--- src/hw/mem_shell_consts.svh ---
// Shared widths and address map constants for the memory shell
// Window limit, BAR1 rebase point and SDRAM stand-in depth

`ifndef MEM_SHELL_CONSTS_SVH
`define MEM_SHELL_CONSTS_SVH

// Bus widths
`define MEM_ADDR_W      28
`define MEM_DATA_W      64
`define MEM_STRB_W      8
`define VOXEL_ADDR_W    18

// Address map
`define VOXEL_WIN_LIMIT 28'h004_0000
`define BAR1_BASE       28'h100_0000

// SDRAM stand-in depth in 64-bit words
`define SDRAM_WORDS     4096

// Response codes
`define RESP_OKAY       2'b00

`endif

--- src/hw/mem_shell_pkg.sv ---
// Address type shared by the router and both memory targets
// One byte address decoded as a window select or as a word index

`default_nettype none

`include "mem_shell_consts.svh"

package mem_shell_pkg;

    // Window decode view, win_sel of zero means voxel window
    typedef struct packed {
        logic [`MEM_ADDR_W-`VOXEL_ADDR_W-1:0] win_sel;
        logic [`VOXEL_ADDR_W-1:0]             win_offset;
    } mem_win_view_t;

    // 64-bit word view, byte lane dropped for row indexing
    typedef struct packed {
        logic [`MEM_ADDR_W-4:0] word_index;
        logic [2:0]             byte_lane;
    } mem_word_view_t;

    typedef union packed {
        mem_win_view_t  win_view;
        mem_word_view_t word_view;
    } mem_addr_u;

endpackage

`default_nettype wire

--- src/hw/voxel_debug_port.sv ---
// Voxel window target
// Turns each write into a one-cycle debug write and answers reads at once

`default_nettype none

`include "mem_shell_consts.svh"

module voxel_debug_port (
    input  logic                      clk,
    input  logic                      rst_n,
    input  logic                      wr,
    input  logic                      rd,
    input  logic                      bready,
    input  logic                      rready,
    input  mem_shell_pkg::mem_addr_u  addr,
    input  logic [`MEM_DATA_W-1:0]    wdata,
    output logic                      bvalid,
    output logic                      rvalid,
    output logic                      dbg_write_en,
    output logic [`VOXEL_ADDR_W-1:0]  dbg_write_addr,
    output logic [`MEM_DATA_W-1:0]    dbg_write_data
);
    import mem_shell_pkg::*;

    // Strobe and response flags
    always_ff @(posedge clk or negedge rst_n) begin
        if (!rst_n) begin
            dbg_write_en <= 1'b0;
            bvalid       <= 1'b0;
            rvalid       <= 1'b0;
        end else begin
            dbg_write_en <= wr;
            if (wr)
                bvalid <= 1'b1;
            else if (bready)
                bvalid <= 1'b0;
            if (rd)
                rvalid <= 1'b1;
            else if (rready)
                rvalid <= 1'b0;
        end
    end

    // Voxel word address is byte address bits 20..3
    always_ff @(posedge clk) begin
        if (wr) begin
            dbg_write_addr <= addr.word_view.word_index[`VOXEL_ADDR_W-1:0];
            dbg_write_data <= wdata;
        end
    end

    a_no_wr_pending: assert property (@(posedge clk) disable iff (!rst_n)
        wr |-> !bvalid);

    a_in_window: assert property (@(posedge clk) disable iff (!rst_n)
        wr |-> (addr < `VOXEL_WIN_LIMIT));

endmodule

`default_nettype wire

--- config.mk ---
export PLATFORM = sky130hd
export DESIGN_NAME = voxel_debug_port
export DESIGN_NICKNAME = d
export VERILOG_FILES = /design/src/hw/mem_shell_pkg.sv /design/src/hw/voxel_debug_port.sv
export VERILOG_INCLUDE_DIRS = /design/src /design/src/hw
export SDC_FILE = /design/constraint.sdc
export NUM_CORES = 1
export LEC_CHECK = 0
export BUFFER_PORTS_ARGS = -buffer_cell sky130_fd_sc_hd__buf_2
export CORE_AREA = 2 2 61 105
export CTS_BUF_LIST = sky130_fd_sc_hd__clkbuf_8
export DETAILED_ROUTE_END_ITERATION = 8
export DIE_AREA = 0 0 63 107
export PLACE_DENSITY = 0.84
export SLEW_MARGIN = 20
export SYNTH_ARGS = -nofsm -noshare
export SYNTH_HDL_FRONTEND = slang
export SYNTH_SLANG_ARGS = --single-unit
--- constraint.sdc ---
create_clock -name clk -period 2.4 [get_ports clk]
set_clock_uncertainty 0.15 [all_clocks]
set_input_delay 0.36 -clock clk [delete_from_list [all_inputs] [get_ports clk]]
set_output_delay 0.36 -clock clk [all_outputs]
set_load 0.02 [all_outputs]
## Word-level counts from Yosys, hierarchy flattened

Cells that the tools add are included.
Widths: inputs -> output; s select.

- Multiplexer cells: 4
- Reductions and logical operators: 2

Operators by type and width:

| operator | number |
|---|---|
| $mux 1 | 4 |
| $reduce_bool 2->1 | 2 |

- Register bits after elaboration: 85
- Input port bits: 98
- Output and inout bits: 85
- Word-level logic and storage cells: 11

## Depth between registers and ports, before layout

- Depth after elaboration: 2
- Gate-level depth with buffers: 2
- Mapped depth without buffers: 2

## Least setup slack after synthesis

OpenSTA, ideal clock, no wires.

- Path kind: register to output
- Start point: register dbg_write_addr[0]
- End point: output port dbg_write_addr[0]
- Data arrival time: 449 ps
- Required time: 1890 ps
- Path slack: 1441 ps
- Stages on the path, launching flop included: 1
- Buffers on the path: 0
- Cell sequence: edfxtp_1

RTL lines:

| element | RTL line | RTL |
|---|---|---|
| start, declared | voxel_debug_port.sv:20 | `` output logic [`VOXEL_ADDR_W-1:0] dbg_write_addr, `` |
| start signal, assigned | voxel_debug_port.sv:47 | `` dbg_write_addr <= addr.word_view.word_index[`VOXEL_ADDR_W-1:0]; `` |

No word-level cell between the ends.

## Worst setup path after layout

- Start point: register dbg_write_data[14]
- End point: output port dbg_write_data[14]

RTL lines:

| element | RTL line | RTL |
|---|---|---|
| start, declared | voxel_debug_port.sv:21 | `` output logic [`MEM_DATA_W-1:0] dbg_write_data `` |
| start signal, assigned | voxel_debug_port.sv:48 | `dbg_write_data <= wdata;` |

No word-level cell between the ends.

==> results.md <==
Run status:
- The flow ran to the end, and the final reports show no timing, DRC or antenna violations.

Synthesis:
- The number of different library cells used by synthesis comes to 4.
- The library cell occupying the most area in the post-synthesis netlist is sky130_fd_sc_hd__edfxtp_1.
- Counting every instance in the synthesized netlist gives 89.
- The portion of synthesized cell area occupied by the leading cell type is 0.962.
- The portion of the post-synthesis area used by sequential elements is 0.991.
- Summing every instance area after synthesis gives 0.00256 mm2.
- During synthesis, Yosys emitted a total of 0 warnings.
- By area the synthesized netlist is led by sky130_fd_sc_hd__edfxtp_1 96%, sky130_fd_sc_hd__dfrtp_1 2.9%, sky130_fd_sc_hd__a21o_1 0.59%, sky130_fd_sc_hd__inv_1 0.29%.
- The number of nets in the synthesized netlist is 187.
- The post-synthesis sequential element count is 85.
- The per-instance average area after synthesis is 28.8 um2.

CTS:
- The total clock buffers created by CTS is 9.
- The TritonCTS clock tree is built.
- The clock-pin slew on the worst setup and hold paths is 70 ps.
- The maximum clock insertion buffer count is 2.
- The H-tree was split into 3 levels.
- The later pin in the worst-skew pair is clocked with a latency of 340 ps.
- The clock net in this run drives a total of 85 sinks.
- The CTS root buffer is sky130_fd_sc_hd__clkbuf_8.
- The number of gates resized after cts is 0.

Route:
- The detailed router finished its first iteration with 139 violations.
- The count of nets left with antenna violations once routing finished came out at 0.
- The first TritonRoute pass finished after 4 iterations.
- The routed length per instance is around 15 um.
- The routed layout has approximately 1.6k vias.
- The DRC violation count after routing is 0.
- The total routed wirelength is 5220 um.
- The via density per instance is 4.41.

GRT:
- The number of antenna violations at the first check in global routing is 0.
- The wire length of the first global-routing pass is 7500 um.
- Across every metal layer, demand over resource in global routing totals 0.159.
- Entering global routing, the biggest net connects 48 pins.
- The via count of the first global-routing pass was about 1.6k.
- The total overflow left after global routing is 0.

Timing:
- Setup repair after global routing left no endpoint under its margin.
- The number of pins with negative max-slew slack in the final report was 0.
- Setup violations remaining at the end of the flow were counted as 0.
- The final hold violation count is 0.
- The achievable clock frequency is 710 MHz.
- Across all hold checks on the routed design, the worst slack comes to 35.4 ps.
- The pin slew with the least headroom to its limit is 469 ps.
- After layout, the minimum clock period comes to 1410 ps.
- Summed over all failing endpoints, the final setup total negative slack is 0 ps.
- The period utilization is 0.587.
- The max-slew headroom at the worst pin is 0.687.

Setup path:
- In this design, the largest share of critical-path delay is due to flip-flops.
- The required arrival time at the worst endpoint is 1890 ps.
- The reg2reg setup slack is around 1600 ps.
- The peak fanout along the critical path is 1.
- STA classifies the critical path endpoint as an output pin.
- The worst setup path is launched from a flop.
- The slowest stage of the critical path is the sky130_fd_sc_hd__edfxtp_1 cell.
- The kind of critical path is reg -> out.
- The largest stage delay on the critical path is ~380 ps.
- At the worst endpoint, the arrival time is about 900 ps.
- Walking the worst path, the cells encountered are buf_2.
- Counting both buffers and inverters, the worst setup path holds a total of 1.

Power:
- Dividing total power by cell area gives a power density of approximately 790 mW/mm2.
- The reported leakage power is 1.63 nW.
- The peak ir drop on the vdd network is approximately 0.53 mV.

Die:
- The initial utilization of the core area, before any placement, comes to 0.435.
- For this design the top-level I/O count stands at 183.
- The die is between 60 and 70 um wide.
- The core box area is 0.00588 mm2.
- The die is 107 um tall.
- The area of the die is 0.00674 mm2.
- After floorplanning, the core was divided into 37 placement rows.

Placement:
- Input and output buffers added on the ports amount to 172.
- After detailed placement, the total cell area comes to 0.00354 mm2.
- At the end of routability-driven placement, the weighted congestion stood at 0.720.

Finish:
- The number of nets in the finished design is 372.
- Once layout is complete, the utilization of the core stands at 0.627.
- Of the cells placed in the final design, the portion with a size suffix greater than 1 is 0.662.
- The filler cell count in the final layout is 445.
- The number of antenna diodes in the final layout is 0.
- The post-synthesis to final-layout area growth is 44.0%.
- The design area is 0.00369 mm2.

Job:
- The max-cap violation count is 0.

Hold path:
- The tightest min-delay check is of the in -> reg type.
==> path summary, 6_finish.rpt <==
| path | start | end | depth (start not counted) |
|---|---|---|---|
| max | dbg_write_data[14] | dbg_write_data[14] | 1 |
| min | wdata[60] | dbg_write_data[60] | 1 |
| max reg2reg | bvalid | bvalid | 1 |
| min reg2reg | bvalid | bvalid | 1 |
| max in group asynchronous | rst_n | dbg_write_en | 2 |
| min in group asynchronous | rst_n | rvalid | 2 |
==> power breakdown <==
group          switching [mW]  leakage (nW)  internal [mW]
combinational           0.233         0.712          0.129
sequential             0.0251         0.836           1.75
clock                   0.413        0.0807          0.341
total                   0.671          1.63           2.22
==> layout by cell type, fill, tap and decap left out <==
| cell | synthesis | final |
|---|---|---|
| sky130_fd_sc_hd__buf_2 | 0 | 171 |
| sky130_fd_sc_hd__inv_1 | 2 | 5 |
| sky130_fd_sc_hd__dlygate4sd3_1 | 0 | 1 |
| sky130_fd_sc_hd__buf_12 | 0 | 1 |
| sky130_fd_sc_hd__buf_4 | 0 | 1 |
| sky130_fd_sc_hd__clkbuf_8 | 0 | 9 |
| sky130_fd_sc_hd__a21o_1 | 2 | 2 |
| sky130_fd_sc_hd__edfxtp_1 | 82 | 82 |
| sky130_fd_sc_hd__dfrtp_1 | 3 | 3 |
==> stage by stage <==
step           power (mW)  instances  setup WS [ps]
6_report             2.90        353            991
2_1_floorplan        1.97         89           1440
3_3_place_gp         2.17        340            865
3_5_place_dp         2.18        340            825
5_1_grt              3.01        353            948
4_1_cts              2.93        353            967
==> cell usage after synthesis, drive strengths merged <==
master	count
a21o	2
edfxtp	82
dfrtp	3
inv	2
==> layout make-up <==
class                   count  area (um2)  share of cell area
multi-input cells           2        15.0             0.00407
clock inverters             3        11.3             0.00305
inverters                   2        7.51             0.00204
clock buffers               9         124              0.0336
well taps                  78        97.6              0.0265
flip-flops and latches     85        2540               0.688
repair buffers            174         893               0.242
==> cells by family (layout without fill, tap and decap cells) <==
family                 count (synthesis)  in the layout  synth area share
DFF                                   85             85             0.991
buffers and inverters                  2            188           0.00293
AOI/OAI and AO/OA                      2              2           0.00586
==> sequential cells by signal, summed over array words and instances (netlist names) <==
name,cells
dbg_write_addr,18
dbg_write_data,64
dbg_write_en,1
bvalid,1
rvalid,1
==> per-layer routing <==
| metal | global-route usage | part of all wire | up-vias |
|---|---|---|---|
| li1 | - | - | 719 |
| met1 | 0.147 | 0.30 | 740 |
| met2 | 0.279 | 0.59 | 82 |
| met3 | 0.0472 | 0.069 | 16 |
| met4 | 0.133 | 0.036 | 0 |
| met5 | 0 | 0 | - |
==> timing repair <==
action                    CTS  global route
setup buffers               0             0
hold buffers                1             0
hold endpoints to repair    3             0
Power figures use the tool's default switching activity.
