==> src/hw/mem_shell_consts.svh <==
// Shared widths and address map constants for the memory shell
// Window limit, BAR1 rebase point and SDRAM stand-in depth

`ifndef MEM_SHELL_CONSTS_SVH
`define MEM_SHELL_CONSTS_SVH

// Bus widths
`define MEM_ADDR_W      28
`define MEM_DATA_W      64
`define MEM_STRB_W      8
`define VOXEL_ADDR_W    18

// Address map
`define VOXEL_WIN_LIMIT 28'h004_0000
`define BAR1_BASE       28'h100_0000

// SDRAM stand-in depth in 64-bit words
`define SDRAM_WORDS     4096

// Response codes
`define RESP_OKAY       2'b00

`endif

==> src/hw/mem_shell_pkg.sv <==
// Address type shared by the router and both memory targets
// One byte address decoded as a window select or as a word index

`default_nettype none

`include "mem_shell_consts.svh"

package mem_shell_pkg;

    // Window decode view, win_sel of zero means voxel window
    typedef struct packed {
        logic [`MEM_ADDR_W-`VOXEL_ADDR_W-1:0] win_sel;
        logic [`VOXEL_ADDR_W-1:0]             win_offset;
    } mem_win_view_t;

    // 64-bit word view, byte lane dropped for row indexing
    typedef struct packed {
        logic [`MEM_ADDR_W-4:0] word_index;
        logic [2:0]             byte_lane;
    } mem_word_view_t;

    typedef union packed {
        mem_win_view_t  win_view;
        mem_word_view_t word_view;
    } mem_addr_u;

endpackage

`default_nettype wire

==> src/hw/mem_port_router.sv <==
// Single-beat memory port router
// Decodes each request once, steers it to the voxel port or the SDRAM stub
// and merges the two response streams back onto one port

`default_nettype none

`include "mem_shell_consts.svh"

module mem_port_router (
    input  logic                     clk,
    input  logic                     rst_n,
    // External port
    input  mem_shell_pkg::mem_addr_u awaddr,
    input  logic                     awvalid,
    output logic                     awready,
    input  logic [`MEM_DATA_W-1:0]   wdata,
    input  logic [`MEM_STRB_W-1:0]   wstrb,
    input  logic                     wvalid,
    output logic                     wready,
    output logic [1:0]               bresp,
    output logic                     bvalid,
    input  logic                     bready,
    input  mem_shell_pkg::mem_addr_u araddr,
    input  logic                     arvalid,
    output logic                     arready,
    output logic [`MEM_DATA_W-1:0]   rdata,
    output logic [1:0]               rresp,
    output logic                     rvalid,
    input  logic                     rready,
    // Request strobes to the targets
    output logic                     voxel_wr,
    output logic                     voxel_rd,
    output logic                     sdram_wr,
    output logic                     sdram_rd,
    output mem_shell_pkg::mem_addr_u tgt_addr_wr,
    output mem_shell_pkg::mem_addr_u tgt_addr_rd,
    output logic [`MEM_DATA_W-1:0]   tgt_wdata,
    output logic [`MEM_STRB_W-1:0]   tgt_wstrb,
    // Target responses
    input  logic                     voxel_bvalid,
    input  logic                     voxel_rvalid,
    input  logic                     sdram_bvalid,
    input  logic                     sdram_rvalid,
    input  logic [`MEM_DATA_W-1:0]   sdram_rdata,
    input  logic [1:0]               sdram_bresp,
    input  logic [1:0]               sdram_rresp,
    output logic                     voxel_bready,
    output logic                     voxel_rready,
    output logic                     sdram_bready,
    output logic                     sdram_rready
);
    import mem_shell_pkg::*;

    logic wr_accept;
    logic rd_accept;
    logic aw_is_voxel;
    logic ar_is_voxel;
    logic wr_owner_sdram;
    logic rd_owner_sdram;

    // BAR1 aliases fold back onto the bottom of SDRAM
    function automatic mem_addr_u rebase(input mem_addr_u a);
        logic [`MEM_ADDR_W-1:0] raw;
        raw = a;
        if (raw >= `BAR1_BASE)
            return raw - `BAR1_BASE;
        return raw;
    endfunction

    // ------------------------------------------------------------------------
    // Request side
    // ------------------------------------------------------------------------
    assign aw_is_voxel = (awaddr.win_view.win_sel == '0);
    assign ar_is_voxel = (araddr.win_view.win_sel == '0);

    // Address and data phases are taken together, one response in flight
    assign wr_accept = awvalid && wvalid && !bvalid;
    assign rd_accept = arvalid && !rvalid;
    assign awready   = wr_accept;
    assign wready    = wr_accept;
    assign arready   = rd_accept;

    assign voxel_wr    = wr_accept && aw_is_voxel;
    assign sdram_wr    = wr_accept && !aw_is_voxel;
    assign voxel_rd    = rd_accept && ar_is_voxel;
    assign sdram_rd    = rd_accept && !ar_is_voxel;
    assign tgt_addr_wr = rebase(awaddr);
    assign tgt_addr_rd = rebase(araddr);
    assign tgt_wdata   = wdata;
    assign tgt_wstrb   = wstrb;

    // Owner of each outstanding response
    always_ff @(posedge clk or negedge rst_n) begin
        if (!rst_n) begin
            wr_owner_sdram <= 1'b0;
            rd_owner_sdram <= 1'b0;
        end else begin
            if (wr_accept)
                wr_owner_sdram <= !aw_is_voxel;
            if (rd_accept)
                rd_owner_sdram <= !ar_is_voxel;
        end
    end

    // ------------------------------------------------------------------------
    // Response merge
    // ------------------------------------------------------------------------
    assign bvalid = wr_owner_sdram ? sdram_bvalid : voxel_bvalid;
    assign bresp  = wr_owner_sdram ? sdram_bresp : `RESP_OKAY;
    assign rvalid = rd_owner_sdram ? sdram_rvalid : voxel_rvalid;
    assign rresp  = rd_owner_sdram ? sdram_rresp : `RESP_OKAY;
    // Voxel window reads as zero
    assign rdata  = rd_owner_sdram ? sdram_rdata : '0;

    assign voxel_bready = bready && !wr_owner_sdram;
    assign sdram_bready = bready && wr_owner_sdram;
    assign voxel_rready = rready && !rd_owner_sdram;
    assign sdram_rready = rready && rd_owner_sdram;

    // No target is strobed while either target still holds a response
    a_one_target: assert property (@(posedge clk) disable iff (!rst_n)
        !((voxel_wr || sdram_wr) && (voxel_bvalid || sdram_bvalid)) &&
        !((voxel_rd || sdram_rd) && (voxel_rvalid || sdram_rvalid)));

    a_bvalid_hold: assert property (@(posedge clk) disable iff (!rst_n)
        bvalid && !bready |=> bvalid);

endmodule

`default_nettype wire

==> config.mk <==
export PLATFORM = sky130hd
export DESIGN_NAME = mem_port_router
export DESIGN_NICKNAME = d
export VERILOG_FILES = /design/src/hw/mem_shell_pkg.sv /design/src/hw/mem_port_router.sv
export VERILOG_INCLUDE_DIRS = /design/src /design/src/hw
export SDC_FILE = /design/constraint.sdc
export NUM_CORES = 1
export LEC_CHECK = 0
export ABC_AREA = 0
export BUFFER_PORTS_ARGS = -buffer_cell sky130_fd_sc_hd__buf_2
export CORE_AREA = 2 2 163 165
export CTS_CLUSTER_SIZE = 8
export DETAILED_ROUTE_END_ITERATION = 6
export DIE_AREA = 0 0 165 167
export SLEW_MARGIN = 30
export SYNTH_ARGS = -nofsm -noshare
export SYNTH_HDL_FRONTEND = slang
export SYNTH_SLANG_ARGS = --single-unit
==> constraint.sdc <==
create_clock -name clk -period 1.71 [get_ports clk]
set_input_delay 0.0855 -clock clk [delete_from_list [all_inputs] [get_ports clk]]
set_output_delay 0.0855 -clock clk [all_outputs]
set_load 0.005 [all_outputs]
# Word level (Yosys, flattened, before mapping)
# Cells that the tools add are included.
# W data, S select, Z words.
classes:
  n_addsub: 2
  n_lt_le_gt_ge: 2
  muxes: 11
  reduce_logical: 19
ops:
  columns: ["operator", "n"]
  rows:
  - ["$mux W28", 4]
  - ["$mux W64", 1]
  - ["$ge A28 B25 Y1 const B", 2]
  - ["$sub A28 B25 Y28 const B", 2]
  - ["$logic_not A10 Y1", 2]
  - ["$logic_and A1 B1 Y1", 11]
  - ["$logic_not A1 Y1", 6]
  - ["$mux W1", 4]
  - ["$mux W2", 2]
totals:
  out_inout_bits: 209
  input_bits: 207
  regBits: 2

# Depth between registers and ports, before layout
logic_depth:
  word_depth: 4
  ltp_mapped: 6

# Worst setup path after synthesis
# OpenSTA, ideal clock, no wires.
synth_timing:
  kind: "input to output"
  start: "input port awaddr[25] (netlist name)"
  end: "output port tgt_addr_wr[25] (netlist name)"
  t_arrival_ns: 1.275
  required_time_ns: 1.624
  cell_stages: 6
  slack_ns: 0.349
  path_cell_list: "inv_1 ha_1 or4b_1 nor4_1 a31oi_1 mux2i_1"
synth_rtl:
  columns: ["element", "line_no", "text"]
  rows:
  - ["from (decl)", "mem_port_router.sv:13", "input mem_shell_pkg::mem_addr_u awaddr,"]
  - ["to (decl)", "mem_port_router.sv:35", "output mem_shell_pkg::mem_addr_u tgt_addr_wr,"]

==> run_results.csv <==
group,metric,value,unit
placed_design,dp.cells,749,
synthesis,ys_ff_latch,2,
synthesis,ys_seq_area_share,2.68,%
synthesis,synth.most_common_cell,"buf_4",
synthesis,synth_area_leader_cell,"buf_4",
setup_path,end_kind,"output pin",
detailed_routing,wl_per_cell,9.64,um
detailed_routing,routed_wl,7.27,mm
sta,max_freq,607,MHz
clocking,cts_root_buf,"clkbuf_16",
floorplan,core_area,0.0258,mm^2
sta,relSlewSlack,60.3,%
clocking,cts_max_level,1,
floorplan,rows,59,
sta,setup_tns,0,ps
setup_path,critical_path_class,"in -> out",
floorplan,die_x,165,um
synthesis,synth.avg_cell_area,7.04,um^2
placed_design,place_area,0.00275,mm^2
job,cap_violations,0,
setup_path,cpMaxStageDelayCell,"or4_4",
detailed_routing,vias,2139,
setup_path,rr_worst_depth,4,
synthesis,yosys-top-cells-count,"buf_4, and2_1, nor2_1",
setup_path,reg2reg_slack,400,ps
sta,setup_slack,62.4,ps
synthesis,synthArstFlopShare,100,%
synthesis,synth_nets,478,
layout,nets,634,
sta,post-route-period-util,96.4,%
setup_path,cp_cell_sequence,"buf_6 > or4_4 > nor4_4 > a31oi_4 > xnor2_1 > buf_2",
setup_path,regToRegStartpoint,"wr_owner_sdram$_DFFE_PN0N_",
placed_design,place.port_buffers,271,
hold_path,hold_start,"wdata[1]",
sta,skew,0,ps
layout,area_delta_synth_final,57.7,%
sta,finalMaxSlewViolations,0,
setup_path,start_kind,"input pin",
placed_design,dpl.hpwl,6.50,mm
pwr,power,0.905,mW
layout,final_cells,754,
setup_path,worstPathRequired,1620,ps
floorplan,die_h,167,um
pwr,worst_ir_drop_vdd,0.424,mV
sta,finalHoldViolCount,0,
sta,setup_viol,0,
synthesis,yosysTopAreaCellShare,48.7,%
status,outcome,"complete, no violations",
synthesis,synth_cell_type_count,25,
global_route,grt_pass1_vias,1965,
placed_design,gp_congestion,0.762,
pwr,p_per_area,308,mW/mm^2
setup_path,crit_fanout,4,
synthesis,yosys_warnings,0,
sta,tightest_slew,590,ps
synthesis,synth_edf_count,0,
layout,final_util,11.4,%
synthesis,synth_top_cells_by_area,"buf_4, and2_1, ha_1",
clocking,max-clock-path-buffers,2,
detailed_routing,drc,0,
layout,layout-drive-gt1-share,69.5,%
setup_path,arrival,1560,ps
global_route,grt_max_degree,70,
clocking,clk_latency,220,ps
pwr,leakagePower,1.56,nW
sta,rsz0062_at_grt,"true",
setup_path,cpPeakStageDelay,540,ps
global_route,track_usage,4.50,%
placed_design,place_ws,-37.2,ps
hold_path,min_to,"tgt_wdata[1]",
detailed_routing,drtIter0Drc,40,
floorplan,io_pins,416,
global_route,grt_pass1_wl,9.80,mm
hold_path,min_path_type,"in -> out",
layout,final_area,0.00294,mm^2
clocking,cts_tree,"yes",
detailed_routing,avgViaCountPerCell,2.84,
global_route,grt_overflow,0,
global_route,antenna_found_initial,0,
clocking,cts_sinks,2,
detailed_routing,drt_pass1_iterations,4,
layout,n_antenna_cell,0,
clocking,cts_inserted_buffers,3,
detailed_routing,postRouteAntennaNets,0,
synthesis,synthCells,265,
setup_path,r2r-end,"wr_owner_sdram$_DFFE_PN0N_",
floorplan,die_area,0.0276,mm^2
synthesis,ys.flop_type,"dfrtp_1",
sta,holdWs,171,ps
synthesis,syn-cell-area,0.00187,mm^2
hold_path,hold-path-cell-count,0,
sta,min_period,1650,ps
floorplan,initial_core_util,7.24,%
==> flip-flops by register name, indices dropped and copies added, names as in the netlist <==
signal,flops
rd_owner_sdram,1
wr_owner_sdram,1
==> power breakdown <==
group | switching, mW | internal [mW] | total (mW)
sequential | 0.000110 | 0.0479 | 0.0480
combinational | 0.204 | 0.304 | 0.508
clock | 0.0513 | 0.297 | 0.349
==> final cells by class <==
cell class | count | area [um^2]
multi-input combinational | 127 | 917
clock buffer | 3 | 75.1
tap | 335 | 419
timing repair buffer | 279 | 1450
fill | 2986 | 22800
inverter | 8 | 30.0
sequential | 2 | 50.0
==> cells in the final DEF, fill, tap and decap left out, drive strengths merged <==
| cell | count |
|---|---|
| clkbuf | 3 |
| nor2 | 10 |
| ha | 6 |
| nor4b | 1 |
| or4b | 1 |
| a31oi | 1 |
| buf | 278 |
| nor3 | 3 |
| xnor2 | 6 |
| nor2b | 3 |
| nor4 | 8 |
| or4 | 4 |
| a21oi | 1 |
| dfrtp | 2 |
| a21boi | 1 |
| nand4 | 1 |
| nand2 | 2 |
| o211a | 1 |
| and2 | 70 |
| inv | 8 |
| and3 | 2 |
| mux2i | 4 |
| nand3 | 2 |
| dlygate4sd3 | 1 |
==> worst max-delay path by stage <==
stage / from / endpoint / depth (start not counted)
after floorplan: awaddr[25] / tgt_addr_wr[25] / 6
after global placement: awaddr[25] / tgt_addr_wr[25] / 8
after detailed placement: awaddr[19] / tgt_addr_wr[24] / 6
after CTS: awaddr[25] / tgt_addr_wr[25] / 8
after global routing: awaddr[23] / tgt_addr_wr[25] / 6
final: awaddr[5] / tgt_addr_wr[24] / 6
==> cells by family after synthesis <==
family / after synthesis / share of synthesized area [%]
and+or+nand+nor: 107 / 35.1
AOI/OAI and AO/OA: 4 / 1.54
buffers and inverters: 136 / 51.7
muxes: 4 / 2.15
DFF: 2 / 2.68
adders and majority gates: 6 / 4.02
xor gates and xnor gates: 6 / 2.82
==> routing by layer <==
| metal | share of wire, % | routed length, um | up-vias | GRT usage [%] |
|---|---|---|---|---|
| met1 | 37 | 2690 | 902 | 4.56 |
| li1 | - | - | 1020 | - |
| met2 | 49 | 3540 | 205 | 8.13 |
| met5 | 0 | 0 | - | 0.727 |
| met4 | 1.6 | 118 | 0 | 1.29 |
| met3 | 13 | 919 | 12 | 2.02 |
==> worst max-delay path, delay by kind of cell <==
| family | cells | cell delay [ps] |
|---|---|---|
| buffers and inverters | 2 | 220 |
| AND/OR/NAND/NOR | 2 | 900 |
| AO/OA/AOI/OAI | 1 | 150 |
| XOR/XNOR | 1 | 200 |
==> repair_timing <==
action | CTS | global route
pin swaps | 2 | 4
resized for setup | 6 | 11
hold endpoints to repair | 2 | 0
setup buffers | 0 | 1
setup endpoints to repair | 2 | 4
hold buffers | 1 | 0
No activity file was read; power rests on OpenSTA's default activity.
